==> src/udp_tx_defs.svh <==
`ifndef UDP_TX_DEFS_SVH
`define UDP_TX_DEFS_SVH

// ****************************************
// ethernet / ip / udp frame constants
// ****************************************

`define UDP_ETH_TYPE        16'h0800   // ipv4
`define UDP_SRC_PORT        16'd1234
`define UDP_DST_PORT_MIN    16'd1234   // rotation start
`define UDP_DST_PORT_MAX    16'd1239   // rotation end, then wrap

// 46 byte min eth payload less ip, udp and timestamp
`define UDP_MIN_USER_BYTES  16'd14

`define UDP_IP_HDR_BYTES    16'd20
`define UDP_UDP_HDR_BYTES   16'd8
`define UDP_TS_BYTES        16'd4

// preamble is 7 of these, then the sfd
`define UDP_PREAMBLE_BYTE   8'h55
`define UDP_SFD_BYTE        8'hd5

`endif
==> src/udp_tx_pkg.sv <==
package udp_tx_pkg;

    // ****************************************
    // header word views
    // ****************************************

    // one 32-bit header word
    // checksum adds the 16-bit halves, serializer walks the bytes
    typedef union packed {
        logic [1:0][15:0] halves;  // [1] is the upper half
        logic [3:0][7:0]  bytes;   // [3] goes on the wire first
    } hdr_word_u;

    // words 0..4 ip header, 5..6 udp header, 7 timestamp
    typedef hdr_word_u [7:0] hdr_words_t;

    // ****************************************
    // addressing
    // ****************************************

    typedef struct packed {
        logic [47:0] dst_mac;
        logic [47:0] src_mac;
        logic [31:0] dst_ip;
        logic [31:0] src_ip;
    } net_cfg_t;

    // ****************************************
    // transmit fsm
    // ****************************************

    typedef enum logic [2:0] {
        st_idle,      // wait for start edge
        st_arb,       // request gmii port
        st_preamble,  // 7 x 55 + d5
        st_eth_head,  // macs and ether type
        st_ip_head,   // ip + udp + timestamp words
        st_payload,   // user data then zero pad
        st_fcs        // crc bytes
    } tx_state_e;

endpackage

==> src/udp_tx.sv <==
module udp_tx (
    input  logic                  clk,
    input  logic                  rst_n,
    input  logic                  tx_start_en,
    input  logic [15:0]           tx_byte_num,
    input  logic [31:0]           tx_data,
    input  udp_tx_pkg::net_cfg_t  cfg,
    input  logic                  arb_grant,
    input  logic                  timestamp_rst,
    output logic                  arb_req,
    output logic                  tx_req,
    output logic                  tx_done,
    output logic                  gmii_tx_en,
    output logic [7:0]            gmii_txd
);

    udp_tx_pkg::hdr_words_t hdr;
    logic                   hdr_valid;
    logic                   hdr_load;
    logic                   frame_done;
    logic                   crc_clr;
    logic                   crc_en;
    logic [7:0]             crc_byte;
    logic [31:0]            crc_state;
    logic [31:0]            crc_next;

    // ip / udp header words and checksum
    udp_header_gen udp_header_gen_inst (
        .clk           (clk),
        .rst_n         (rst_n),
        .hdr_load      (hdr_load),
        .frame_done    (frame_done),
        .timestamp_rst (timestamp_rst),
        .tx_byte_num   (tx_byte_num),
        .cfg           (cfg),
        .hdr           (hdr),
        .hdr_valid     (hdr_valid)
    );

    crc32_d8 crc32_d8_inst (
        .clk       (clk),
        .rst_n     (rst_n),
        .crc_clr   (crc_clr),
        .crc_en    (crc_en),
        .crc_byte  (crc_byte),
        .crc_state (crc_state),
        .crc_next  (crc_next)
    );

    gmii_frame_tx gmii_frame_tx_inst (
        .clk         (clk),
        .rst_n       (rst_n),
        .tx_start_en (tx_start_en),
        .tx_byte_num (tx_byte_num),
        .tx_data     (tx_data),
        .cfg         (cfg),
        .arb_grant   (arb_grant),
        .hdr         (hdr),
        .hdr_valid   (hdr_valid),
        .crc_state   (crc_state),
        .crc_next    (crc_next),
        .arb_req     (arb_req),
        .tx_req      (tx_req),
        .hdr_load    (hdr_load),
        .frame_done  (frame_done),
        .tx_done     (tx_done),
        .crc_clr     (crc_clr),
        .crc_en      (crc_en),
        .gmii_tx_en  (gmii_tx_en),
        .crc_byte    (crc_byte),
        .gmii_txd    (gmii_txd)
    );

endmodule

==> src/gmii_frame_tx.sv <==
`include "udp_tx_defs.svh"

module gmii_frame_tx (
    input  logic                    clk,
    input  logic                    rst_n,
    input  logic                    tx_start_en,
    input  logic [15:0]             tx_byte_num,
    input  logic [31:0]             tx_data,
    input  udp_tx_pkg::net_cfg_t    cfg,
    input  logic                    arb_grant,
    input  udp_tx_pkg::hdr_words_t  hdr,
    input  logic                    hdr_valid,
    input  logic [31:0]             crc_state,
    input  logic [31:0]             crc_next,
    output logic                    arb_req,
    output logic                    tx_req,
    output logic                    hdr_load,
    output logic                    frame_done,
    output logic                    tx_done,
    output logic                    crc_clr,
    output logic                    crc_en,
    output logic                    gmii_tx_en,
    output logic [7:0]              crc_byte,
    output logic [7:0]              gmii_txd
);

    udp_tx_pkg::tx_state_e state;

    logic         start_d0;
    logic         start_d1;
    logic         start_pos;
    logic [4:0]   cnt;        // byte index in preamble, eth, ip and fcs
    logic [15:0]  pay_cnt;    // byte index in payload incl. padding
    logic [15:0]  tx_num;     // user bytes of this frame
    logic [15:0]  pad_len;    // user bytes after padding
    logic         fcs_last;
    logic [111:0] eth_hdr;

    assign start_pos = start_d0 & ~start_d1;
    assign eth_hdr   = {cfg.dst_mac, cfg.src_mac, `UDP_ETH_TYPE};

    // crc follows the registered output byte
    assign crc_byte   = gmii_txd;
    assign crc_clr    = tx_done;
    assign frame_done = tx_done;

    // fcs goes out inverted and bit reversed
    function automatic logic [7:0] fcs_byte(input logic [7:0] c);
        logic [7:0] r;
        for (int i = 0; i < 8; i++) begin
            r[i] = ~c[7 - i];
        end
        return r;
    endfunction

    // ****************************************
    // transmit fsm
    // ****************************************

    always_ff @(posedge clk or negedge rst_n) begin
        if (!rst_n) begin
            state      <= udp_tx_pkg::st_idle;
            start_d0   <= 1'b0;
            start_d1   <= 1'b0;
            cnt        <= 5'd0;
            pay_cnt    <= 16'd0;
            tx_num     <= 16'd0;
            pad_len    <= 16'd0;
            fcs_last   <= 1'b0;
            arb_req    <= 1'b0;
            tx_req     <= 1'b0;
            hdr_load   <= 1'b0;
            tx_done    <= 1'b0;
            crc_en     <= 1'b0;
            gmii_tx_en <= 1'b0;
            gmii_txd   <= 8'd0;
        end else begin
            start_d0   <= tx_start_en;
            start_d1   <= start_d0;
            hdr_load   <= 1'b0;
            tx_req     <= 1'b0;
            crc_en     <= 1'b0;
            gmii_tx_en <= 1'b0;
            gmii_txd   <= 8'd0;    // also the pad byte
            fcs_last   <= 1'b0;
            tx_done    <= fcs_last;

            case (state)
                udp_tx_pkg::st_idle: begin
                    if (start_pos) begin
                        tx_num   <= tx_byte_num;
                        pad_len  <= (tx_byte_num >= `UDP_MIN_USER_BYTES) ?
                                    tx_byte_num : `UDP_MIN_USER_BYTES;
                        hdr_load <= 1'b1;
                        arb_req  <= 1'b1;
                        state    <= udp_tx_pkg::st_arb;
                    end
                end

                udp_tx_pkg::st_arb: begin
                    // hdr_valid is stale while hdr_load is still high
                    if (arb_grant && hdr_valid && !hdr_load) begin
                        arb_req    <= 1'b0;
                        gmii_tx_en <= 1'b1;
                        gmii_txd   <= `UDP_PREAMBLE_BYTE;
                        cnt        <= 5'd1;
                        state      <= udp_tx_pkg::st_preamble;
                    end
                end

                udp_tx_pkg::st_preamble: begin
                    gmii_tx_en <= 1'b1;
                    if (cnt == 5'd7) begin
                        gmii_txd <= `UDP_SFD_BYTE;
                        cnt      <= 5'd0;
                        state    <= udp_tx_pkg::st_eth_head;
                    end else begin
                        gmii_txd <= `UDP_PREAMBLE_BYTE;
                        cnt      <= cnt + 5'd1;
                    end
                end

                udp_tx_pkg::st_eth_head: begin
                    gmii_tx_en <= 1'b1;
                    crc_en     <= 1'b1;
                    gmii_txd   <= eth_hdr[8 * (5'd13 - cnt) +: 8];
                    if (cnt == 5'd13) begin
                        cnt   <= 5'd0;
                        state <= udp_tx_pkg::st_ip_head;
                    end else begin
                        cnt <= cnt + 5'd1;
                    end
                end

                udp_tx_pkg::st_ip_head: begin
                    gmii_tx_en <= 1'b1;
                    crc_en     <= 1'b1;
                    gmii_txd   <= hdr[cnt[4:2]].bytes[2'd3 - cnt[1:0]];
                    if (cnt == 5'd30 && tx_num != 16'd0) begin
                        tx_req <= 1'b1;  // first payload word, early
                    end
                    if (cnt == 5'd31) begin
                        cnt     <= 5'd0;
                        pay_cnt <= 16'd0;
                        state   <= udp_tx_pkg::st_payload;
                    end else begin
                        cnt <= cnt + 5'd1;
                    end
                end

                udp_tx_pkg::st_payload: begin
                    gmii_tx_en <= 1'b1;
                    crc_en     <= 1'b1;
                    if (pay_cnt < tx_num) begin
                        gmii_txd <= tx_data[8 * (2'd3 - pay_cnt[1:0]) +: 8];
                    end
                    // next word only if it holds a user byte
                    if (pay_cnt[1:0] == 2'd2 && ({1'b0, pay_cnt} + 17'd2) < {1'b0, tx_num}) begin
                        tx_req <= 1'b1;
                    end
                    if (pay_cnt == pad_len - 16'd1) begin
                        pay_cnt <= 16'd0;
                        cnt     <= 5'd0;
                        state   <= udp_tx_pkg::st_fcs;
                    end else begin
                        pay_cnt <= pay_cnt + 16'd1;
                    end
                end

                udp_tx_pkg::st_fcs: begin
                    gmii_tx_en <= 1'b1;
                    case (cnt[1:0])
                        2'd0:    gmii_txd <= fcs_byte(crc_next[31:24]);  // last pad byte in flight
                        2'd1:    gmii_txd <= fcs_byte(crc_state[23:16]);
                        2'd2:    gmii_txd <= fcs_byte(crc_state[15:8]);
                        default: gmii_txd <= fcs_byte(crc_state[7:0]);
                    endcase
                    if (cnt == 5'd3) begin
                        cnt      <= 5'd0;
                        fcs_last <= 1'b1;
                        state    <= udp_tx_pkg::st_idle;
                    end else begin
                        cnt <= cnt + 5'd1;
                    end
                end

                default: state <= udp_tx_pkg::st_idle;
            endcase
        end
    end

endmodule

==> src/crc32_d8.sv <==
module crc32_d8 (
    input  logic        clk,
    input  logic        rst_n,
    input  logic        crc_clr,
    input  logic        crc_en,
    input  logic [7:0]  crc_byte,
    output logic [31:0] crc_state,
    output logic [31:0] crc_next
);

    localparam logic [31:0] POLY = 32'h04c11db7;

    // one byte through the shift register, lsb first
    function automatic logic [31:0] crc_step(input logic [31:0] c, input logic [7:0] d);
        logic [31:0] r;
        logic        fb;
        r = c;
        for (int i = 0; i < 8; i++) begin
            fb = r[31] ^ d[i];
            r  = {r[30:0], 1'b0};
            if (fb) begin
                r = r ^ POLY;
            end
        end
        return r;
    endfunction

    assign crc_next = crc_step(crc_state, crc_byte);  // includes current byte

    always_ff @(posedge clk or negedge rst_n) begin
        if (!rst_n) begin
            crc_state <= 32'hffff_ffff;
        end else if (crc_clr) begin
            crc_state <= 32'hffff_ffff;   // ready for next frame
        end else if (crc_en) begin
            crc_state <= crc_next;
        end
    end

endmodule

==> src/udp_header_gen.sv <==
`include "udp_tx_defs.svh"

module udp_header_gen (
    input  logic                    clk,
    input  logic                    rst_n,
    input  logic                    hdr_load,
    input  logic                    frame_done,
    input  logic                    timestamp_rst,
    input  logic [15:0]             tx_byte_num,
    input  udp_tx_pkg::net_cfg_t    cfg,
    output udp_tx_pkg::hdr_words_t  hdr,
    output logic                    hdr_valid
);

    logic [15:0] ip_id;        // identification of the last frame built
    logic [15:0] dst_port;     // port for the next frame
    logic [31:0] frame_cnt;    // timestamp source
    logic [2:0]  stage;        // checksum pipeline, one hot per step
    logic [19:0] hdr_sum;      // sum of the ten ip header halves
    logic [19:0] csum;         // running checksum
    logic [15:0] ip_len;
    logic [15:0] udp_len;
    logic [15:0] ip_id_nxt;

    assign ip_len    = tx_byte_num + `UDP_IP_HDR_BYTES + `UDP_UDP_HDR_BYTES + `UDP_TS_BYTES;
    assign udp_len   = tx_byte_num + `UDP_UDP_HDR_BYTES + `UDP_TS_BYTES;
    assign ip_id_nxt = ip_id + 16'd1;

    // ****************************************
    // per-frame counters
    // ****************************************

    always_ff @(posedge clk or negedge rst_n) begin
        if (!rst_n) begin
            ip_id    <= 16'd0;
            dst_port <= `UDP_DST_PORT_MIN;
        end else if (hdr_load) begin
            ip_id <= ip_id_nxt;
            if (dst_port < `UDP_DST_PORT_MAX) begin
                dst_port <= dst_port + 16'd1;
            end else begin
                dst_port <= `UDP_DST_PORT_MIN;  // wrap
            end
        end
    end

    always_ff @(posedge clk or negedge rst_n) begin
        if (!rst_n) begin
            frame_cnt <= 32'd0;
        end else if (timestamp_rst) begin
            frame_cnt <= 32'd0;
        end else if (frame_done) begin
            frame_cnt <= frame_cnt + 32'd1;
        end
    end

    // ****************************************
    // header words
    // ****************************************

    always_ff @(posedge clk) begin
        if (hdr_load) begin
            hdr[0] <= {8'h45, 8'h00, ip_len};          // version, ihl, tos, total len
            hdr[1] <= {ip_id_nxt, 16'h4000};           // don't fragment
            hdr[2] <= {8'd64, 8'd17, 16'h0000};        // ttl, udp, checksum later
            hdr[3] <= cfg.src_ip;
            hdr[4] <= cfg.dst_ip;
            hdr[5] <= {`UDP_SRC_PORT, dst_port};
            hdr[6] <= {udp_len, 16'h0000};             // udp checksum unused
            hdr[7] <= frame_cnt;
        end else if (stage[2]) begin
            hdr[2].halves[0] <= ~(csum[15:0] + {15'd0, csum[16]});
        end
    end

    // ten halves of the ip header, checksum field still zero
    always_comb begin
        hdr_sum = 20'd0;
        for (int i = 0; i < 5; i++) begin
            hdr_sum = hdr_sum + hdr[i].halves[1] + hdr[i].halves[0];
        end
    end

    // ****************************************
    // checksum pipeline
    // ****************************************

    always_ff @(posedge clk) begin
        if (stage[0]) begin
            csum <= hdr_sum;
        end else if (stage[1]) begin
            csum <= {4'd0, csum[15:0]} + {16'd0, csum[19:16]};  // first fold
        end
    end

    always_ff @(posedge clk or negedge rst_n) begin
        if (!rst_n) begin
            stage     <= 3'b000;
            hdr_valid <= 1'b0;
        end else begin
            stage <= {stage[1:0], hdr_load};
            if (hdr_load) begin
                hdr_valid <= 1'b0;
            end else if (stage[2]) begin
                hdr_valid <= 1'b1;  // second fold and invert land now
            end
        end
    end

endmodule

==> config.mk <==
export PLATFORM = sky130hd
export DESIGN_NAME = udp_tx
export DESIGN_NICKNAME = d
export VERILOG_FILES = /design/src/udp_tx_pkg.sv /design/src/udp_tx.sv /design/src/gmii_frame_tx.sv /design/src/crc32_d8.sv /design/src/udp_header_gen.sv
export VERILOG_INCLUDE_DIRS = /design/src /design/src/src
export SDC_FILE = /design/constraint.sdc
export NUM_CORES = 1
export LEC_CHECK = 0
export ABC_AREA = 1
export BUFFER_PORTS_ARGS = -buffer_cell sky130_fd_sc_hd__buf_2
export CAP_MARGIN = 40
export CORE_AREA = 2 2 212 214
export CTS_BUF_LIST = sky130_fd_sc_hd__clkbuf_8
export CTS_CLUSTER_SIZE = 20
export DETAILED_ROUTE_END_ITERATION = 12
export DIE_AREA = 0 0 214 216
export GPL_TIMING_DRIVEN = 0
export PLACE_DENSITY = 0.7
export SETUP_SLACK_MARGIN = 0.1
export SLEW_MARGIN = 15
export SYNTH_ARGS = -nofsm -noshare
export SYNTH_HDL_FRONTEND = slang
export SYNTH_SLANG_ARGS = --single-unit
==> constraint.sdc <==
create_clock -name clk -period 5.95 [get_ports clk]
set_input_delay 1.19 -clock clk [delete_from_list [all_inputs] [get_ports clk]]
set_output_delay 1.19 -clock clk [all_outputs]
set_load 0.03 [all_outputs]
* Word level (Yosys, flattened, before mapping)
Index checks and enable logic that the tools add are counted.
** Cells by class
- Reductions and logical operators :: 22
- Bitwise logic cells :: 51
- Shift-type cells :: 2
- Multipliers :: 0
- Add/subtract/negate cells :: 26
- Multiplexer cells :: 58
- Order comparisons :: 6
- Equal/unequal tests :: 22
- Divide/modulo/power cells :: 0
** Operators with widths (count)
- 27-bit 2-to-1 mux :: 8
- 32-bit 2-to-1 mux :: 5
- 20-bit by 16-bit adder with 20-bit output :: 6
- 14-bit NOT :: 8
- 112-bit by 33-bit variable part select with 8-bit output :: 1
- 32-bit binary-select mux with 3-bit select :: 1
- 16-bit 2-to-1 mux :: 4
- 16-bit by 1-bit adder with 16-bit output (second input constant) :: 3
- 8-bit one-hot mux with 6 select lines :: 1
- 20-bit by 15-bit adder with 20-bit output (second input constant) :: 2
- 20-bit 2-to-1 mux :: 2
- 1-bit NOT :: 33
- 32-bit by 33-bit variable part select with 8-bit output :: 1
- 16-bit by 3-bit adder with 16-bit output (second input constant) :: 2
- 16-bit by 4-bit adder with 16-bit output (second input constant) :: 2
- 32-bit by 1-bit adder with 32-bit output (second input constant) :: 1
- 16-bit one-hot mux with 2 select lines :: 1
- 5-bit 2-to-1 mux :: 6
- 5-bit one-hot mux with 6 select lines :: 1
- 8-bit 2-to-1 mux :: 3
- 8-bit one-hot mux with 3 select lines :: 1
- 3-bit 2-to-1 mux :: 7
- 3-bit one-hot mux with 7 select lines :: 1
- 15-bit by 16-bit adder with 17-bit output (first input constant) :: 1
- 45 further kinds :: 86
** Word-level totals
- Memory bits (writable) :: 0
- Word-level logic and storage cells :: 217
- Latch bits :: 0
- Bits in read-only memories :: 0
- Output and inout bits :: 12
- Input port bits :: 213
- Register bits :: 369
- Memories kept :: 0

* Depth between registers and ports, before layout
- Depth in word-level cells :: 19
- Gate-level depth with buffers :: 21
- Gate-level depth less buffers :: 21

* Cells and area by module
Synthesis repeated with hierarchy kept, for this count alone.
** Unflattened totals
- Cells, all modules :: 3321
- Area total of the unflattened synthesis :: 26167.6 µm²
** Modules (own cells, without submodules)
- udp_header_gen :: area each 15170.8 µm², instances 1, sequential area each 7343.3 µm², cells each 1599
- gmii_frame_tx :: area each 8434.3 µm², instances 1, sequential area each 1826.8 µm², cells each 1358
- crc32_d8 :: area each 2562.5 µm², instances 1, sequential area each 840.8 µm², cells each 364

* Worst setup path before layout
Ideal clock, no wire load.
- Kind :: reg2reg
- From :: register gmii_frame_tx_inst.hdr_load
- To :: register udp_header_gen_inst.dst_port[9]
- Data required time :: 5.827 ns
- Library setup time :: 0.123 ns
- Cell stages (with the launch flop) :: 10
- Data arrival time :: 5.167 ns
- Period minus slack after synthesis :: 5.290 ns
- Setup slack :: 0.660 ns
- Path buffers :: 2
- Path through :: dfrtp_1 > buf_2 > inv_1 > clkbuf_1 > nor3b_1 > nand2_1 > nor2_1 > nand4_1 > o21ai_0 > a21oi_1
** RTL lines
- start, declared :: line gmii_frame_tx.sv:17 : output logic hdr_load,
- start signal, assigned :: line gmii_frame_tx.sv:72 : hdr_load <= 1'b0;
- start signal, assigned :: line gmii_frame_tx.sv:80 : hdr_load <= 1'b0;
- start signal, assigned :: line gmii_frame_tx.sv:94 : hdr_load <= 1'b1;
- end signal, assigned :: line udp_header_gen.sv:36 : dst_port <= `UDP_DST_PORT_MIN;
- end signal, assigned :: line udp_header_gen.sv:40 : dst_port <= dst_port + 16'd1;
- end signal, assigned :: line udp_header_gen.sv:42 : dst_port <= `UDP_DST_PORT_MIN;
- end, declared :: line udp_header_gen.sv:16 : logic [15:0] dst_port;

* Worst setup path after layout
- From :: register udp_header_gen_inst.hdr[8] in the netlist's numbering
- To :: register udp_header_gen_inst.csum[19] (data pin)
** On the way
- Word-level cells in the longest chain between the ends :: 10
** RTL lines
- start, declared :: line udp_header_gen.sv:11 : output udp_tx_pkg::hdr_words_t hdr,
- 15-bit by 16-bit adder with 17-bit output :: line udp_header_gen.sv:80 : hdr_sum = hdr_sum + hdr[i].halves[1] + hdr[i].halves[0];
- 20-bit by 16-bit adder with 20-bit output :: line udp_header_gen.sv:80
- 20-bit by 15-bit adder with 20-bit output (2 in a row) :: line udp_header_gen.sv:80
- 20-bit by 16-bit adder with 20-bit output (5 in a row) :: line udp_header_gen.sv:80
- 20-bit 2-to-1 mux :: line udp_header_gen.sv:89 : if (stage[0]) begin
- end signal, assigned :: line udp_header_gen.sv:90 : csum <= hdr_sum;
- end signal, assigned :: line udp_header_gen.sv:92 : csum <= {4'd0, csum[15:0]} + {16'd0, csum[19:16]};
- end, declared :: line udp_header_gen.sv:20 : logic [19:0] csum;
Every way passes these cells.
A chain may end at the register's enable or synchronous reset.

==> impl_metrics.csv <==
group,metric,value,unit
pwr,pwr-share-seq,0.236,
floorplan,start_util,0.5444,
pwr,p_sw,8.142,mW
clocking,cts_buffer_depth,3,
routing,wl_per_cell,21.17,um
clocking,clk_latency,0.70,ns
pwr,worst_ir_drop_vdd,0.0004787,V
synth,async_reset_ff_frac,0.4714,
synth,synth_xor_area_frac,0.06145,
sta,finClkSkew,0.03087,ns
synth,synth_top_family_by_area,"simple AND/OR/NAND/NOR gates",
floorplan,die_area,46220,um2
finish,area_delta_synth_final,13.64,%
synth,synth-simple-area-share,0.1967,
finish,multi_input_area,11770,um2
floorplan,rows,77,
finish,drive_gt1_frac,0.1413,
floorplan,core,43840,um2
sta,relSlewSlack,0.4246,
routing,highest_layer,"met5",
clocking,root_buffer,"clkbuf_8",
synth,synth_fa_ha_area_frac,0.1148,
routing,drt_wl_total,79080,um
clocking,cts_resized,0,
setup_path,crit_arrival,5.79,ns
setup_path,path_max_fanout,6,
min_path,hp-class,"register to register",
synth,yosys_warnings,0,
place,place_area,25800,um2
pwr,clkPwrFrac,0.147,
place,gp_congestion,1.027,
synth,seq_area_frac_synth,0.4208,
grt,grt_max_degree,94,
synth,synthDistinctLibCells,68,
grt,grt_pass1_vias,20920,
sta,worst_slack,0.6214,ns
grt,grt_pass1_wl,121000,um
setup_path,worstSetupPathType,"register to register",
finish,nNetsFinal,3476,
synth,avgSynthCellArea,8.498,um2
grt,overflow,0,
synth,synth_nets,3192,
synth,ys_seq_elements,367,
run,drv_cap,0,
clocking,post_cts_buffers,0,
finish,nFillCells,3891,
place,portBuffers,219,
clocking,h-tree-depth,2,
clocking,cts_tree,"done",
clocking,holdBufCountCts,0,
finish,diodes,0,
pwr,power_frac_comb,0.617,
sta,setup_tns,0,ns
setup_path,crit_path_start_kind,"register",
outcome,status,"completed",
clocking,clk_pin_slew,0.07,ns
synth,synth-compound-area-share,0.1187,
setup_path,end_kind,"register",
sta,hold_viol_final,0,
sta,hold_ws,0.3440,ns
routing,routedLengthMet1,33380,um
routing,drt-vias-per-instance,5.718,
sta,rsz0062_at_grt,"no",
place,dp_hpwl,62650,um
pwr,swShare,0.4945,
synth,ys.flop_type,"edfxtp_1",
finish,area.sequential,10040,um2
pwr,leakagePower,12.28,nW
clocking,cts_buffers,60,
routing,drc,0,
routing,met3_wirelength,7152,um
sta,fin_crit_sh,0.8956,
synth,synthMuxAreaShare,0.001363,
place,pre_cts_ws,0.7152,ns
synth,syn-cell-area,23860,um2
grt,grtUsageTotal,0.3420,
sta,worst_pin_slew,0.8631,ns
routing,final_antenna_net_count,0,
setup_path,required,6.41,ns
clocking,cts_sinks,367,
floorplan,pin_count,225,
finish,fin_area,27120,um2
synth,synth_edf_count,178,
pwr,power.density,607.1,nW/um2
routing,dr.first_iter.drc_count,2472,
pwr,p_int,8.322,mW
sta,fin_crit,5.329,ns
routing,met2WireLength,35160,um
routing,num_vias,21360,
synth,synthCells,2808,
grt,antenna_found_initial,2,
floorplan,die_h,216,um
sta,setup_viol,0,
sta,maxSlewViolCount,0,
routing,drtPass1Iterations,7,
floorplan,fp.dieW,214,um
sta,max_freq,0.1877,GHz
## synthesized netlist by cell type, types with 7 or more instances
master | instances | area [um2]
a21oi_1 | 131 | 655.6
a22oi_1 | 18 | 135.1
a31oi_1 | 10 | 62.56
buf_1 | 7 | 26.28
buf_2 | 21 | 105.1
clkbuf_1 | 60 | 225.2
clkinv_1 | 8 | 30.03
dfrtp_1 | 136 | 3403
dfstp_2 | 37 | 972.2
dfxtp_1 | 16 | 320.3
edfxtp_1 | 178 | 5345
fa_1 | 80 | 1602
ha_1 | 91 | 1139
inv_1 | 419 | 1573
inv_2 | 12 | 45.04
nand2_1 | 543 | 2038
nand3_1 | 149 | 745.7
nand4_1 | 49 | 306.5
nor2_1 | 225 | 844.6
nor2_2 | 11 | 68.82
nor3_1 | 49 | 245.2
nor3_2 | 7 | 70.07
nor4_1 | 14 | 87.58
o2111ai_1 | 10 | 87.58
o211ai_1 | 23 | 172.7
o21ai_0 | 196 | 980.9
o21ai_1 | 9 | 45.04
o221ai_1 | 10 | 87.58
o22ai_1 | 44 | 275.3
or2_2 | 9 | 56.30
xnor2_1 | 30 | 262.8
xor2_1 | 125 | 1095
## flip-flops by register name, summed over array words and instances (netlist names), 3 cells and up
signal / count
udp_header_gen_inst.dst_port: 16
gmii_frame_tx_inst.crc_byte: 8
udp_header_gen_inst.frame_cnt: 32
crc32_d8_inst.crc_state: 32
udp_header_gen_inst.ip_id: 16
udp_header_gen_inst.stage: 3
udp_header_gen_inst.csum: 20
gmii_frame_tx_inst.pay_cnt: 16
udp_header_gen_inst.hdr: 174
gmii_frame_tx_inst.pad_len: 16
gmii_frame_tx_inst.tx_num: 16
gmii_frame_tx_inst.state: 3
gmii_frame_tx_inst.cnt: 5
## metal layers
layer  vias to the layer above  GRT usage
met5                         -          0
met4                         4     0.1382
met3                       201    0.06596
met2                      1070     0.5387
met1                     10220     0.4670
li1                       9862          -
## final timing paths
check / from / end / slack [ns] / cells past startpoint
min in group asynchronous: rst_n / udp_header_gen_inst.dst_port[8] / 0.52 / 1
min reg2reg: gmii_frame_tx_inst.fcs_last / gmii_frame_tx_inst.crc_clr / 0.34 / 0
max: udp_header_gen_inst.hdr[8] / udp_header_gen_inst.csum[19] / 0.62 / 21
min: gmii_frame_tx_inst.fcs_last / gmii_frame_tx_inst.crc_clr / 0.34 / 0
max in group asynchronous: rst_n / crc32_d8_inst.crc_state[30] / 4.45 / 2
max reg2reg: udp_header_gen_inst.hdr[8] / udp_header_gen_inst.csum[19] / 0.62 / 21
## final cells by class
type / instances / area share
plain buffers: 95 / 0.01504
clock buffers: 71 / 0.03603
clock inverters: 42 / 0.01273
inverters: 439 / 0.06076
multi-input cells: 1907 / 0.4339
flip-flops and latches: 367 / 0.3704
well taps: 592 / 0.02731
repair buffers: 222 / 0.04383
## cells in the final DEF (no fill, tap or decap), drive strengths merged, types with 10 or more instances in the layout
cell type,instances
o221ai,10
inv,452
xor2,128
o22ai,44
buf,255
a21oi,132
edfxtp,178
clkinv,21
nor3,56
a31oi,10
o2111ai,10
nand2,550
nor2,241
dfrtp,136
dfstp,37
a22oi,18
nand4,49
nor4,15
xnor2,33
fa,80
clkbuf,133
o211ai,23
or2,11
dfxtp,16
o21ai,205
nand3,153
ha,91
## power groups by stage
stage | combinational [mW] | clock [mW] | sequential [mW]
6_report | 10.2 | 2.43 | 3.88
5_1_grt | 11.3 | 2.58 | 3.94
4_1_cts | 10.0 | 2.46 | 3.87
3_5_place_dp | 9.96 | 0 | 3.91
3_3_place_gp | 9.74 | 0 | 3.97
2_1_floorplan | 7.26 | 0 | 3.83
## critical path, cell delays in order, from the launching register on
cell and delay [ns]:
edfxtp_1 0.53, ha_1 0.29, o21ai_0 0.28, xor2_1 0.18
inv_1 0.07, fa_1 0.48, inv_1 0.06, fa_1 0.50
fa_1 0.52, fa_1 0.54, inv_1 0.04, ha_1 0.37
a21oi_1 0.19, o21ai_0 0.13, a21oi_1 0.14, nand2_1 0.13
nand2_1 0.08, nand2_1 0.07, nand2_1 0.09, a21oi_1 0.09
o21bai_1 0.24, inv_1 0.06
## cell families (layout without fill, tap and decap cells)
family / after synthesis / in the layout
compound gates: 490 / 490
xor+xnor: 161 / 161
fa+ha+maj: 171 / 171
buf+inv: 534 / 869
flops: 367 / 367
mux: 3 / 3
simple gates: 1082 / 1082
## stage by stage
stage                     cells  power (mW)  utilization
after floorplan            2808       11.10            -
after global placement     3619       13.71       0.5863
after detailed placement   3622       13.87       0.5885
after CTS                  3735       16.36       0.6186
after global routing       3735       17.82       0.6186
final                      3735       16.46       0.6186
(Power assumes the default switching activity.)
